**src/div_pkg.sv**
```systemverilog
package div_pkg;

   localparam int DATA_W = 32;
   localparam int CMD_W  = 2 + 2 * DATA_W;  // Opcode, dividend, divisor.

   typedef enum logic [1:0] {
      DIVU = 2'd0,
      DIV  = 2'd1,
      REMU = 2'd2,
      REM  = 2'd3
   } div_op_t;

   typedef enum logic [1:0] {
      IDLE = 2'd0,
      LOAD = 2'd1,
      ITER = 2'd2,
      DONE = 2'd3
   } core_state_t;

   // Register map, byte offsets.
   localparam logic [4:0] REG_DIVIDEND = 5'h00;
   localparam logic [4:0] REG_DIVISOR  = 5'h04;
   localparam logic [4:0] REG_CMD      = 5'h08;  // Bits 1:0 opcode.
   localparam logic [4:0] REG_RESULT   = 5'h0C;  // Read pops.
   localparam logic [4:0] REG_STATUS   = 5'h10;

endpackage

```
**src/div_fifo.sv**
```systemverilog
`timescale 1ns/10ps

module div_fifo import div_pkg::*; #(
   parameter int WIDTH      = DATA_W,
   parameter int FIFO_DEPTH = 4
) (
   input  logic             clk,
   input  logic             resetn,
   input  logic             push,
   input  logic [WIDTH-1:0] push_data,
   input  logic             pop,
   output logic [WIDTH-1:0] pop_data,
   output logic             full,
   output logic             empty
);

   localparam int PTR_W = (FIFO_DEPTH > 1) ? $clog2(FIFO_DEPTH) : 1;
   localparam int CNT_W = $clog2(FIFO_DEPTH + 1);

   logic [WIDTH-1:0] mem [FIFO_DEPTH];
   logic [PTR_W-1:0] wr_ptr;
   logic [PTR_W-1:0] rd_ptr;
   logic [CNT_W-1:0] count;
   logic             do_push;
   logic             do_pop;

   assign do_push  = push && !full;
   assign do_pop   = pop && !empty;
   assign pop_data = mem[rd_ptr];  // Head entry.
   assign full     = (count == CNT_W'(FIFO_DEPTH));
   assign empty    = (count == '0);

   always_ff @(posedge clk) begin
      if (do_push)
         mem[wr_ptr] <= push_data;
   end

   always_ff @(posedge clk) begin
      if (!resetn) begin
         wr_ptr <= '0;
         rd_ptr <= '0;
         count  <= '0;
      end else begin
         if (do_push)
            wr_ptr <= (wr_ptr == PTR_W'(FIFO_DEPTH - 1)) ? '0 : wr_ptr + 1'b1;
         if (do_pop)
            rd_ptr <= (rd_ptr == PTR_W'(FIFO_DEPTH - 1)) ? '0 : rd_ptr + 1'b1;
         if (do_push && !do_pop)
            count <= count + 1'b1;
         else if (do_pop && !do_push)
            count <= count - 1'b1;
      end
   end

   a_no_overflow: assert property (@(posedge clk) disable iff (!resetn) push |-> !full)
      else $error("div_fifo: push while full");
   a_no_underflow: assert property (@(posedge clk) disable iff (!resetn) pop |-> !empty)
      else $error("div_fifo: pop while empty");

endmodule

```
**src/div_axil_regs.sv**
```systemverilog
`timescale 1ns/10ps

module div_axil_regs import div_pkg::*; (
   input  logic                clk,
   input  logic                resetn,
   input  logic [4:0]          awaddr,
   input  logic                awvalid,
   output logic                awready,
   input  logic [DATA_W-1:0]   wdata,
   input  logic [DATA_W/8-1:0] wstrb,
   input  logic                wvalid,
   output logic                wready,
   output logic [1:0]          bresp,
   output logic                bvalid,
   input  logic                bready,
   input  logic [4:0]          araddr,
   input  logic                arvalid,
   output logic                arready,
   output logic [DATA_W-1:0]   rdata,
   output logic [1:0]          rresp,
   output logic                rvalid,
   input  logic                rready,
   output logic                cmd_push,
   output logic [CMD_W-1:0]    cmd_data,
   input  logic                cmd_full,
   output logic                res_pop,
   input  logic [DATA_W-1:0]   res_q,
   input  logic                res_empty
);

   localparam logic [1:0] RESP_OKAY   = 2'b00;
   localparam logic [1:0] RESP_SLVERR = 2'b10;

   logic [DATA_W-1:0] dividend_q;
   logic [DATA_W-1:0] divisor_q;
   logic              wr_hs;
   logic              rd_hs;
   logic              strb_ok;
   logic              wr_err;
   logic              rd_err;
   logic [DATA_W-1:0] rd_value;
   div_op_t           wr_op;

   // Address and data are taken together, one write in flight.
   assign wr_hs   = awvalid && wvalid && !bvalid;
   assign awready = wr_hs;
   assign wready  = wr_hs;
   assign strb_ok = &wstrb;  // Partial writes unsupported.
   assign wr_op   = div_op_t'(wdata[1:0]);

   assign cmd_push = wr_hs && strb_ok && (awaddr == REG_CMD) && !cmd_full;
   assign cmd_data = {wr_op, dividend_q, divisor_q};

   always_comb begin
      case (awaddr)
         REG_DIVIDEND, REG_DIVISOR: wr_err = !strb_ok;
         REG_CMD:                   wr_err = !strb_ok || cmd_full;  // Job dropped.
         default:                   wr_err = 1'b1;
      endcase
   end

   always_ff @(posedge clk) begin
      if (!resetn) begin
         dividend_q <= '0;
         divisor_q  <= '0;
      end else if (wr_hs && strb_ok) begin
         if (awaddr == REG_DIVIDEND)
            dividend_q <= wdata;
         if (awaddr == REG_DIVISOR)
            divisor_q <= wdata;
      end
   end

   always_ff @(posedge clk) begin
      if (!resetn) begin
         bvalid <= 1'b0;
         bresp  <= RESP_OKAY;
      end else if (wr_hs) begin
         bvalid <= 1'b1;
         bresp  <= wr_err ? RESP_SLVERR : RESP_OKAY;
      end else if (bready) begin
         bvalid <= 1'b0;
      end
   end

   assign rd_hs   = arvalid && !rvalid;
   assign arready = rd_hs;
   assign res_pop = rd_hs && (araddr == REG_RESULT) && !res_empty;

   always_comb begin
      rd_value = '0;
      rd_err   = 1'b0;
      case (araddr)
         REG_RESULT: begin
            rd_value = res_empty ? '0 : res_q;
            rd_err   = res_empty;
         end
         REG_STATUS: rd_value = {{(DATA_W-2){1'b0}}, cmd_full, !res_empty};
         default:    rd_err = 1'b1;
      endcase
   end

   always_ff @(posedge clk) begin
      if (rd_hs)
         rdata <= rd_value;
   end

   always_ff @(posedge clk) begin
      if (!resetn) begin
         rvalid <= 1'b0;
         rresp  <= RESP_OKAY;
      end else if (rd_hs) begin
         rvalid <= 1'b1;
         rresp  <= rd_err ? RESP_SLVERR : RESP_OKAY;
      end else if (rready) begin
         rvalid <= 1'b0;
      end
   end

   a_bvalid_hold: assert property (@(posedge clk) disable iff (!resetn)
      bvalid && !bready |=> bvalid && $stable(bresp));
   a_rvalid_hold: assert property (@(posedge clk) disable iff (!resetn)
      rvalid && !rready |=> rvalid && $stable(rdata));

endmodule

```
**src/div_seq_core.sv**
```systemverilog
`timescale 1ns/10ps

module div_seq_core import div_pkg::*; (
   input  logic              clk,
   input  logic              resetn,
   input  logic [CMD_W-1:0]  cmd_q,
   input  logic              cmd_empty,
   output logic              cmd_pop,
   output logic              res_push,
   output logic [DATA_W-1:0] res_data,
   input  logic              res_full
);

   localparam int CNT_W = $clog2(DATA_W);

   core_state_t         state;
   div_op_t             op_q;
   logic [DATA_W-1:0]   dvd_q;
   logic [DATA_W-1:0]   dvs_q;
   logic [2*DATA_W-1:0] rem_q;   // Partial remainder.
   logic [2*DATA_W-1:0] dvs_sh;  // Divisor, shifted right each step.
   logic [2*DATA_W-1:0] diff;
   logic [DATA_W-1:0]   quot_q;
   logic [CNT_W-1:0]    cnt;
   logic                neg_q;
   logic                neg_r;
   logic                is_signed;
   logic [DATA_W-1:0]   abs_dvd;
   logic [DATA_W-1:0]   abs_dvs;
   logic [DATA_W-1:0]   q_out;
   logic [DATA_W-1:0]   r_out;

   assign is_signed = (op_q == DIV) || (op_q == REM);
   assign abs_dvd   = (is_signed && dvd_q[DATA_W-1]) ? -dvd_q : dvd_q;
   assign abs_dvs   = (is_signed && dvs_q[DATA_W-1]) ? -dvs_q : dvs_q;
   assign diff      = rem_q - dvs_sh;  // Trial subtraction.

   assign cmd_pop  = (state == IDLE) && !cmd_empty;
   assign res_push = (state == DONE) && !res_full;

   // Remainder follows the dividend sign.
   assign q_out    = neg_q ? -quot_q : quot_q;
   assign r_out    = neg_r ? -rem_q[DATA_W-1:0] : rem_q[DATA_W-1:0];
   assign res_data = (op_q == REMU || op_q == REM) ? r_out : q_out;

   always_ff @(posedge clk) begin
      if (!resetn) begin
         state <= IDLE;
         cnt   <= '0;
      end else begin
         case (state)
            IDLE: begin
               if (cmd_pop)
                  state <= LOAD;
            end
            LOAD: begin
               cnt   <= CNT_W'(DATA_W - 1);
               state <= (dvs_q == '0) ? DONE : ITER;
            end
            ITER: begin
               cnt <= cnt - 1'b1;
               if (cnt == '0)
                  state <= DONE;
            end
            DONE: begin
               if (res_push)
                  state <= IDLE;
            end
            default: state <= IDLE;
         endcase
      end
   end

   always_ff @(posedge clk) begin
      case (state)
         IDLE: begin
            if (cmd_pop) begin
               op_q  <= div_op_t'(cmd_q[CMD_W-1 -: 2]);
               dvd_q <= cmd_q[2*DATA_W-1 -: DATA_W];
               dvs_q <= cmd_q[DATA_W-1:0];
            end
         end
         LOAD: begin
            if (dvs_q == '0) begin
               quot_q <= '1;  // Fixed divide by zero result.
               rem_q  <= {{DATA_W{1'b0}}, dvd_q};
               neg_q  <= 1'b0;
               neg_r  <= 1'b0;
            end else begin
               quot_q <= '0;
               rem_q  <= {{DATA_W{1'b0}}, abs_dvd};
               dvs_sh <= {1'b0, abs_dvs, {(DATA_W-1){1'b0}}};
               neg_q  <= is_signed && (dvd_q[DATA_W-1] ^ dvs_q[DATA_W-1]);
               neg_r  <= is_signed && dvd_q[DATA_W-1];
            end
         end
         ITER: begin
            if (!diff[2*DATA_W-1]) begin
               rem_q  <= diff;
               quot_q <= {quot_q[DATA_W-2:0], 1'b1};
            end else begin
               quot_q <= {quot_q[DATA_W-2:0], 1'b0};
            end
            dvs_sh <= dvs_sh >> 1;
         end
         default: ;
      endcase
   end

   // Final magnitude remainder lies below the divisor magnitude.
   a_rem_below_divisor: assert property (@(posedge clk) disable iff (!resetn)
      (state == DONE) && (dvs_q != '0) |-> (rem_q < {{DATA_W{1'b0}}, abs_dvs}));

endmodule

```
**src/div_unit_top.sv**
```systemverilog
`timescale 1ns/10ps

module div_unit_top import div_pkg::*; #(
   parameter int FIFO_DEPTH = 4
) (
   input  logic                clk,
   input  logic                resetn,
   input  logic [4:0]          awaddr,
   input  logic                awvalid,
   output logic                awready,
   input  logic [DATA_W-1:0]   wdata,
   input  logic [DATA_W/8-1:0] wstrb,
   input  logic                wvalid,
   output logic                wready,
   output logic [1:0]          bresp,
   output logic                bvalid,
   input  logic                bready,
   input  logic [4:0]          araddr,
   input  logic                arvalid,
   output logic                arready,
   output logic [DATA_W-1:0]   rdata,
   output logic [1:0]          rresp,
   output logic                rvalid,
   input  logic                rready
);

   logic              cmd_push;
   logic [CMD_W-1:0]  cmd_data;
   logic              cmd_full;
   logic              cmd_pop;
   logic              cmd_empty;
   logic [CMD_W-1:0]  cmd_q;
   logic              res_push;
   logic [DATA_W-1:0] res_data;
   logic              res_full;
   logic              res_pop;
   logic              res_empty;
   logic [DATA_W-1:0] res_q;

   div_axil_regs u_regs (
      .clk, .resetn,
      .awaddr, .awvalid, .awready, .wdata, .wstrb, .wvalid, .wready,
      .bresp, .bvalid, .bready,
      .araddr, .arvalid, .arready, .rdata, .rresp, .rvalid, .rready,
      .cmd_push, .cmd_data, .cmd_full,
      .res_pop, .res_q, .res_empty
   );

   div_fifo #(.WIDTH(CMD_W), .FIFO_DEPTH(FIFO_DEPTH)) u_cmd_fifo (
      .clk, .resetn,
      .push(cmd_push), .push_data(cmd_data), .pop(cmd_pop),
      .pop_data(cmd_q), .full(cmd_full), .empty(cmd_empty)
   );

   div_seq_core u_core (
      .clk, .resetn,
      .cmd_q, .cmd_empty, .cmd_pop,
      .res_push, .res_data, .res_full
   );

   div_fifo #(.WIDTH(DATA_W), .FIFO_DEPTH(FIFO_DEPTH)) u_res_fifo (
      .clk, .resetn,
      .push(res_push), .push_data(res_data), .pop(res_pop),
      .pop_data(res_q), .full(res_full), .empty(res_empty)
   );

endmodule

```
**config.mk**
```make
export PLATFORM = sky130hd
export DESIGN_NAME = div_unit_top
export DESIGN_NICKNAME = d
export VERILOG_FILES = /design/src/div_pkg.sv /design/src/div_fifo.sv /design/src/div_axil_regs.sv /design/src/div_seq_core.sv /design/src/div_unit_top.sv
export SDC_FILE = /design/constraint.sdc
export NUM_CORES = 1
export LEC_CHECK = 0
export ABC_AREA = 1
export BUFFER_PORTS_ARGS = -buffer_cell sky130_fd_sc_hd__buf_2
export CORE_MARGIN = 4
export CORE_UTILIZATION = 30
export CTS_CLUSTER_DIAMETER = 120
export DETAILED_ROUTE_END_ITERATION = 8
export PLACE_DENSITY = 0.43
export SETUP_SLACK_MARGIN = 0.2
export SLEW_MARGIN = 20
export SYNTH_ARGS = -nofsm -noshare
export SYNTH_HDL_FRONTEND = slang
export SYNTH_SLANG_ARGS = --single-unit
```
**constraint.sdc**
```tcl
create_clock -name clk -period 8.8 [get_ports clk]
set_clock_uncertainty 0.2 [all_clocks]
set_input_delay 1.76 -clock clk [delete_from_list [all_inputs] [get_ports clk]]
set_output_delay 1.76 -clock clk [all_outputs]
set_load 0.01 [all_outputs]
```
==> results_tabular.tex, run 1 <==
\begin{tabular}{lr}
\hline
Metric & Value \\
\hline
\multicolumn{2}{l}{\textbf{Route}} \\
Remaining design rule violation count & 0 \\
DRT Pass-1 Iters & 6 \\
Final wirelength & 108000 um \\
Detail-routed net length per standard cell & 18.0 um \\
Vias & 27700 \\
Number of nets with antenna violations after detailed routing & 0 \\
Violation count after the first detailed-routing iteration & 1736 \\
Via/cell ratio & 4.64 \\
\multicolumn{2}{l}{\textbf{Floorplanning}} \\
Overall die width & 360 um \\
Site Rows & 128 \\
Core region area & 123000 um\^{}2 \\
Die outline height & 360 um \\
Die ar. & 130000 um\^{}2 \\
Initial standard-cell utilization of the core & 0.304 \\
Number of placed I/O pins & 94 \\
\multicolumn{2}{l}{\textbf{Logic synthesis}} \\
Most used DFF post-synth & sky130\_fd\_sc\_hd\_\_edfxtp\_1 \\
Fraction of synthesized cell area in xor and xnor cells & 0.00400 \\
Fraction of synthesized cell area taken by the top area cell type & 0.525 \\
Total number of yosys warnings & 0 \\
Post-synthesis sequential element count & 741 \\
Main combinational cell family by area after synthesis & simple AND/OR/NAND/NOR gates \\
Synth top area cells & sky130\_fd\_sc\_hd\_\_edfxtp\_1, sky130\_fd\_sc\_hd\_\_nand2\_1, sky130\_fd\_sc\_hd\_\_inv\_1 \\
Count of unique library cells instantiated by Yosys & 45 \\
Synth async-reset ratio & 0 \\
Count of flip-flops with a built-in enable after synthesis & 650 \\
Post-synthesis cell count & 4206 \\
Cell with the most instances after synthesis & sky130\_fd\_sc\_hd\_\_nand2\_1 \\
Mux share of post-synthesis cell area & 0 \\
Mapped cell area & 37200 um\^{}2 \\
Adder-cell share of the synthesized area & 0.0306 \\
Area fraction in and, or, nand and nor cells after synthesis & 0.194 \\
Leading cell types by count after synthesis & sky130\_fd\_sc\_hd\_\_nand2\_1, sky130\_fd\_sc\_hd\_\_edfxtp\_1, sky130\_fd\_sc\_hd\_\_inv\_1 \\
Part of the Yosys area used for sequential elements & 0.574 \\
Syn Area/Cell & 8.84 um\^{}2 \\
Compound-gate portion of the synthesized area & 0.116 \\
Cell taking the most area after synthesis & sky130\_fd\_sc\_hd\_\_edfxtp\_1 \\
\multicolumn{2}{l}{\textbf{Worst hold path}} \\
Launch point of the worst hold path & u\_core.cnt[0]\$\_SDFFE\_PN0P\_ \\
Depth of the worst hold-timing path & 1 \\
Hold crit path type & register to register \\
Hold EP & u\_core.cnt[0]\$\_SDFFE\_PN0P\_ \\
\multicolumn{2}{l}{\textbf{Finish}} \\
Share of cells above drive strength 1 & 0.0762 \\
Area added between synthesis and finish & 13.5\% \\
Total number of nets in the final design & 4416 \\
Fillcell total & 12800 \\
\multicolumn{2}{l}{\textbf{Run}} \\
Maxcap violations & 0 \\
\multicolumn{2}{l}{\textbf{Worst setup path}} \\
Required time worst endpoint & 6.84 ns \\
End of the worst register-to-register path & u\_core.rem\_q[12]\$\_DFFE\_PP\_ \\
R2R depth & 12 \\
Largest fanout on the critical path & 36 \\
Start-to-end type of the worst setup path & input pin to primary output \\
CP peak stage delay & 0.45 ns \\
CP endpoint kind & primary output \\
Arrival time at the worst endpoint & 2.67 ns \\
Register-to-register setup slack & 5.13 ns \\
Highest-delay cell along the critical path & sky130\_fd\_sc\_hd\_\_buf\_4 \\
Most frequent CP cell & sky130\_fd\_sc\_hd\_\_buf\_2 \\
Startpoint kind of the worst setup timing path & input pin \\
Cells along the critical path & buf\_2, inv\_1, nor2\_4, buf\_4, buf\_2 \\
Reg2reg start & u\_core.rem\_q[18]\$\_DFFE\_PP\_ \\
\multicolumn{2}{l}{\textbf{Clocking}} \\
TritonCTS clock tree & yes \\
Number of sinks on the clock net & 741 \\
Count of hold buffers inserted by post-cts repair & 0 \\
Clk pin slew, worst setup/hold paths & 0.05 ns \\
Post\_cts resized & 0 \\
Buffer count from post-CTS setup fixing & 0 \\
Maximum count of clock buffers along a single path & 3 \\
Insertion delay of the later-clocked pin in the worst-skew pair & 0.66 ns \\
Clock root buffer & sky130\_fd\_sc\_hd\_\_clkbuf\_16 \\
H-Tree Depth & 3 \\
Num CTS Buffers & 85 \\
\multicolumn{2}{l}{\textbf{Placed design}} \\
I/O Buffers & 91 \\
Final HPWL DP & 75300 um \\
GP Congestion & 0.869 \\
\multicolumn{2}{l}{\textbf{STA}} \\
Setup TNS & 0 ns \\
Tightest slew margin relative to the limit & 0.320 \\
Final slew viol count & 0 \\
Actual slew at the worst max-slew pin & 1.02 ns \\
Setup repair after global routing missed its margin & no \\
Endpoints failing setup & 0 \\
Period Utilization, post-route & 0.526 \\
Top achievable clock speed & 216 MHz \\
Hold Fails Final Rpt & 0 \\
Min Tclk post-route & 4.63 ns \\
\multicolumn{2}{l}{\textbf{Global routing}} \\
First-pass GRT wire length & 164000 um \\
Initial antenna violation count & 4 \\
Total grt overflow & 0 \\
Total global-route track usage & 0.163 \\
Vias in the first global route & 26800 \\
Maximum number of pins on one net before global-route repair & 91 \\
\multicolumn{2}{l}{\textbf{Power}} \\
Leakage & 17.3 nW \\
Pwr Density & 367 nW/um\^{}2 \\
Worst ir drop on vdd & 212 uV \\
Total power of the final layout & 15.5 mW \\
\multicolumn{2}{l}{\textbf{Status}} \\
Status & completed \\
\hline
\end{tabular}
cells in the final DEF (no fill, tap or decap), types with 4 or more instances in the layout:
cell,netlist,final
sky130_fd_sc_hd__nand2_1,884,882
sky130_fd_sc_hd__edfxtp_1,650,650
sky130_fd_sc_hd__inv_1,648,644
sky130_fd_sc_hd__nor2_1,523,514
sky130_fd_sc_hd__o21ai_0,420,418
sky130_fd_sc_hd__a21oi_1,271,270
sky130_fd_sc_hd__nand3_1,179,179
sky130_fd_sc_hd__buf_2,19,91
sky130_fd_sc_hd__dfxtp_1,91,88
sky130_fd_sc_hd__clkbuf_16,0,86
sky130_fd_sc_hd__ha_1,86,85
sky130_fd_sc_hd__o22ai_1,73,73
sky130_fd_sc_hd__nor3_1,42,42
sky130_fd_sc_hd__nand4_1,30,30
sky130_fd_sc_hd__buf_4,6,30
sky130_fd_sc_hd__o21ai_1,23,25
sky130_fd_sc_hd__nor2_4,9,18
sky130_fd_sc_hd__nand2_2,16,18
sky130_fd_sc_hd__clkinv_1,1,17
sky130_fd_sc_hd__nor2_2,16,16
sky130_fd_sc_hd__clkbuf_1,103,16
sky130_fd_sc_hd__xor2_1,15,15
sky130_fd_sc_hd__clkinv_2,0,10
sky130_fd_sc_hd__clkinvlp_4,0,10
sky130_fd_sc_hd__nand3_2,9,9
sky130_fd_sc_hd__nand3b_1,9,9
sky130_fd_sc_hd__or2_2,8,8
sky130_fd_sc_hd__o21bai_1,8,8
sky130_fd_sc_hd__o31ai_1,7,7
sky130_fd_sc_hd__a31oi_1,7,7
sky130_fd_sc_hd__and2_1,7,7
sky130_fd_sc_hd__nor4_1,6,6
sky130_fd_sc_hd__clkbuf_8,0,6
sky130_fd_sc_hd__bufinv_16,0,6
sky130_fd_sc_hd__o211ai_1,4,4
worst max-delay path by stage:
stage | start | endpoint | slack, ns | cells past startpoint
global route | arvalid | arready | 4.10 | 5
finish | arvalid | arready | 4.17 | 5
CTS | arvalid | arready | 4.14 | 5
detailed placement | awvalid | u_cmd_fifo.mem[1][35]$_DFFE_PP_ | 3.62 | 8
global placement | awvalid | u_cmd_fifo.mem[1][34]$_DFFE_PP_ | 3.62 | 8
floorplan | awvalid | u_cmd_fifo.mem[0][0]$_DFFE_PP_ | 2.84 | 6
flip-flops by register name, summed over array words and instances, names as in the netlist, 3 cells and up, named ones only:
| register | count |
|---|---|
| u_core.quot_q | 32 |
| u_cmd_fifo.count | 3 |
| u_res_fifo.mem | 128 |
| u_res_fifo.count | 3 |
| u_regs.rdata | 32 |
| u_core.rem_q | 63 |
| u_core.dvs_q | 32 |
| u_core.cnt | 5 |
| u_regs.dividend_q | 32 |
| u_regs.divisor_q | 32 |
| u_cmd_fifo.mem | 264 |
| u_core.dvd_q | 32 |
| u_core.dvs_sh | 63 |
power by group:
part           total (mW)  internal, mW  switching [mW]  leakage, nW
Sequential           5.41          4.91           0.495         6.82
Clock                3.51          2.03            1.48         1.32
Combinational        6.56          1.85            4.71         9.14
Total                15.5          8.80            6.68         17.3
routing by layer:
| metal | global-route usage | vias up | share of wire |
|---|---|---|---|
| met5 | 0 | - | 0 |
| met4 | 0.0492 | 0 | 0.029 |
| met3 | 0.0198 | 163 | 0.032 |
| met2 | 0.269 | 447 | 0.46 |
| met1 | 0.223 | 12900 | 0.47 |
| li1 | - | 14100 | - |
kinds of logic after synthesis:
| family | count (synthesis) |
|---|---|
| xor+xnor | 17 |
| flops | 741 |
| buf+inv | 791 |
| compound gates | 823 |
| simple gates | 1744 |
| other cells | 1 |
| fa+ha+maj | 89 |
layout make-up:
class	instances	area (um^2)	share of cell area
antenna	1	2.50	0.0000593
sequential	741	21300	0.506
tap	1625	2030	0.0482
clock inverter	48	475	0.0113
clock buffer	108	2290	0.0544
inverter	650	2440	0.0579
timing repair buffer	121	681	0.0161
multi-input combinational	2675	12900	0.306
per-stage QoR:
stage,std cells,worst slack [ns],hold WS (ns),cell area (um^2),util
floorplan,4207,2.84,0.231,37200,-
global placement,5812,3.62,0.248,39400,0.322
detailed placement,5812,3.62,0.257,39400,0.322
CTS,5968,4.14,0.267,42200,0.344
global route,5968,4.10,0.292,42200,0.344
finish,5969,4.17,0.264,42200,0.345
critical path, delay by kind of cell:
family,cells,cell delay [ns]
buffers and inverters,4,0.80
and+or+nand+nor,1,0.06
No activity file was read; power rests on OpenSTA's default activity.
==> inputs of run 2 (changes only) <==
- ABC_AREA: 1 -> 0
- PLACE_DENSITY: 0.43 -> 0.45
- clock period: 8.8 -> 3.8 ns (I/O delays scaled with it)
==> run 2 against run 1 <==
- clock-buffer cell count fell by 1
- total power is 120% higher
- setup slack worse by 3.8 ns
- via count fell by 23%
- hold slack lost 0.097 ns
==> results_tabular.tex, run 2 <==
\begin{tabular}{lr}
\hline
Metric & Value \\
\hline
\multicolumn{2}{l}{\textbf{Status}} \\
Status & completed \\
\multicolumn{2}{l}{\textbf{Worst setup path}} \\
Arrival time at the worst endpoint & 3.71 ns \\
Family with the most delay on the worst path & simple AND/OR/NAND/NOR gates \\
Highest-delay cell along the critical path & sky130\_fd\_sc\_hd\_\_or4\_1 \\
Start-to-end type of the worst setup path & register to register \\
Startpoint kind of the worst setup timing path & register \\
Largest fanout on the critical path & 5 \\
Buffers \& Inverters on Critical Path & 0 \\
Most frequent CP cell & sky130\_fd\_sc\_hd\_\_or3\_1 \\
Required time worst endpoint & 4.04 ns \\
CP peak stage delay & 0.58 ns \\
CP endpoint kind & register \\
Cells along the critical path & or4\_1, or3\_1, or3\_1, or3\_1, o31ai\_1, xnor2\_1, nor2\_1, a21oi\_1 \\
\multicolumn{2}{l}{\textbf{Finish}} \\
Commonest cells after routing, fill and taps aside & sky130\_fd\_sc\_hd\_\_edfxtp\_1, sky130\_fd\_sc\_hd\_\_nand2\_1, sky130\_fd\_sc\_hd\_\_nor2\_1 \\
Registers with the highest flip-flop counts & u\_cmd\_fifo.mem: 264 flops, u\_res\_fifo.mem: 128 flops \\
Area added between synthesis and finish & 16.6\% \\
Total number of nets in the final design & 2922 \\
Largest register FFs & 264 \\
Register with the most flip-flops & u\_cmd\_fifo.mem \\
Share of cells above drive strength 1 & 0.164 \\
Ant diodes & 0 \\
Most frequent standard cell in the layout excluding fill and tap cells & sky130\_fd\_sc\_hd\_\_edfxtp\_1 \\
Area of the multi-input gates & 12200 um\^{}2 \\
Final design instance area without fill & 39800 um\^{}2 \\
Fillcell total & 11000 \\
Area taken by flip-flops and latches & 21300 um\^{}2 \\
\multicolumn{2}{l}{\textbf{Clocking}} \\
Maximum count of clock buffers along a single path & 3 \\
Number of sinks on the clock net & 741 \\
Clock root buffer & sky130\_fd\_sc\_hd\_\_clkbuf\_16 \\
Insertion delay of the later-clocked pin in the worst-skew pair & 0.67 ns \\
Clk pin slew, worst setup/hold paths & 0.06 ns \\
TritonCTS clock tree & yes \\
H-Tree Depth & 3 \\
Num CTS Buffers & 85 \\
\multicolumn{2}{l}{\textbf{Power}} \\
Total power of the final layout & 34.7 mW \\
Worst ir drop on vdd & 385 uV \\
Leakage & 13.6 nW \\
Pwr Density & 871 nW/um\^{}2 \\
\multicolumn{2}{l}{\textbf{Route}} \\
Final wirelength & 86100 um \\
Vias & 21300 \\
Number of nets with antenna violations after detailed routing & 0 \\
Remaining design rule violation count & 0 \\
Violation count after the first detailed-routing iteration & 1374 \\
Detail-routed net length per standard cell & 19.8 um \\
Via/cell ratio & 4.89 \\
DRT Pass-1 Iters & 5 \\
\multicolumn{2}{l}{\textbf{Placed design}} \\
Final HPWL DP & 58100 um \\
I/O Buffers & 91 \\
Area of placed instances & 36800 um\^{}2 \\
GP Congestion & 0.840 \\
\multicolumn{2}{l}{\textbf{Logic synthesis}} \\
Synth async-reset ratio & 0 \\
Most used DFF post-synth & sky130\_fd\_sc\_hd\_\_edfxtp\_1 \\
Count of flip-flops with a built-in enable after synthesis & 650 \\
Leading cell types by count after synthesis & sky130\_fd\_sc\_hd\_\_edfxtp\_1, sky130\_fd\_sc\_hd\_\_nand2\_1, sky130\_fd\_sc\_hd\_\_nor2\_1 \\
Synth top area cells & sky130\_fd\_sc\_hd\_\_edfxtp\_1, sky130\_fd\_sc\_hd\_\_mux4\_2, sky130\_fd\_sc\_hd\_\_dfxtp\_1 \\
Cell taking the most area after synthesis & sky130\_fd\_sc\_hd\_\_edfxtp\_1 \\
Mapped cell area & 34200 um\^{}2 \\
Cell with the most instances after synthesis & sky130\_fd\_sc\_hd\_\_edfxtp\_1 \\
Fraction of synthesized cell area taken by the top area cell type & 0.571 \\
Post-synthesis sequential element count & 741 \\
Syn Area/Cell & 12.9 um\^{}2 \\
Count of unique library cells instantiated by Yosys & 69 \\
Total number of yosys warnings & 0 \\
Part of the Yosys area used for sequential elements & 0.625 \\
Post-synthesis cell count & 2651 \\
\multicolumn{2}{l}{\textbf{Floorplanning}} \\
Overall die width & 345 um \\
Number of placed I/O pins & 94 \\
Core region area & 113000 um\^{}2 \\
Site Rows & 123 \\
Die outline height & 345 um \\
Die ar. & 119000 um\^{}2 \\
Initial standard-cell utilization of the core & 0.303 \\
\multicolumn{2}{l}{\textbf{Global routing}} \\
First-pass GRT wire length & 132000 um \\
Total global-route track usage & 0.142 \\
Vias in the first global route & 21800 \\
Maximum number of pins on one net before global-route repair & 119 \\
Total grt overflow & 0 \\
Initial antenna violation count & 3 \\
\multicolumn{2}{l}{\textbf{STA}} \\
Setup repair after global routing missed its margin & no \\
Min Tclk post-route & 3.47 ns \\
Actual slew at the worst max-slew pin & 0.848 ns \\
Final slew viol count & 0 \\
Hold Fails Final Rpt & 0 \\
Worst-case hold slack & 0.167 ns \\
Top achievable clock speed & 288 MHz \\
Endpoints failing setup & 0 \\
Tightest slew margin relative to the limit & 0.435 \\
Period Utilization, post-route & 0.913 \\
\multicolumn{2}{l}{\textbf{Worst hold path}} \\
Hold crit path type & input pin to register \\
\multicolumn{2}{l}{\textbf{Run}} \\
Maxcap violations & 0 \\
\hline
\end{tabular}
## run 2: cell count changes after synthesis, moves of 53 or more
cell,change
sky130_fd_sc_hd__nand2_1,-535
sky130_fd_sc_hd__nor2_1,-353
sky130_fd_sc_hd__nand3_1,-153
sky130_fd_sc_hd__a21boi_0,+69
sky130_fd_sc_hd__o22ai_1,-71
sky130_fd_sc_hd__xor2_1,+62
sky130_fd_sc_hd__nor2b_1,+53
sky130_fd_sc_hd__mux4_2,+98
sky130_fd_sc_hd__o21ai_0,-288
sky130_fd_sc_hd__inv_1,-548
sky130_fd_sc_hd__xnor2_1,+91
sky130_fd_sc_hd__a21oi_1,-145
## run 2: power by group
part           switching (mW)  internal (mW)
registers                1.51           11.4
clock network            3.41           4.89
logic                    8.29           5.20
## run 2: layer usage
layer  vias up  share of wire  global-route usage
li1      10100              -                   -
met2       417           0.48               0.237
met5         -        0.00015                   0
met4         2          0.025              0.0412
met1     10700           0.45               0.191
met3       117          0.040              0.0213
## run 2: final cells by class
class | instances | area share
clock buffer | 107 | 0.0570
clock inverter | 47 | 0.0149
inverter | 100 | 0.00942
multi-input combinational | 1682 | 0.305
timing repair buffer | 170 | 0.0303
tap | 1500 | 0.0471
sequential | 741 | 0.536
## run 2: kinds of logic after synthesis
group,count (synthesis),share of synthesized area
mux,116,0.0699
other cells,1,0.000110
simple gates,795,0.108
buf+inv,229,0.0255
xor+xnor,170,0.0436
fa+ha+maj,89,0.0333
flops,741,0.625
compound gates,510,0.0949
## run 2: path summary, 6_finish.rpt
check / end / cells past startpoint / slack, ns / startpoint
setup / recovery: u_res_fifo.mem[3][27]$_DFFE_PP_ / 8 / 0.33 / u_core.quot_q[14]$_DFFE_PP_
hold / removal: u_regs.divisor_q[23]$_SDFFE_PN0P_ / 3 / 0.17 / wdata[23]
setup reg to reg: u_res_fifo.mem[3][27]$_DFFE_PP_ / 8 / 0.33 / u_core.quot_q[14]$_DFFE_PP_
hold reg to reg: u_cmd_fifo.mem[0][12]$_DFFE_PP_ / 0 / 0.28 / u_regs.divisor_q[12]$_SDFFE_PN0P_
## run 2: worst reg2reg max path: cells and delay by family (launching register included)
kind / cells / cell delay [ns]
and+or+nand+nor: 5 / 1.85
DFF: 1 / 0.48
AOI/OAI and AO/OA: 2 / 0.56
xor gates and xnor gates: 1 / 0.17
## run 2: timing repair
action                                  in CTS  in global routing
gates resized for setup                     21                 31
endpoints found under the setup margin     172                203
hold buffers                                 0                  0
setup buffers                                1                  4
pin swaps                                    1                  1
## run 2: metrics by stage
step	cells	TNS, ns	setup WS (ns)	utilization
after CTS	4343	0	0.199	0.352
after global placement	4188	-8.47	-0.0940	0.326
final	4347	0	0.331	0.353
after global routing	4347	0	0.149	0.353
after floorplan	2652	0	0.420	-
after detailed placement	4188	-10.41	-0.132	0.326
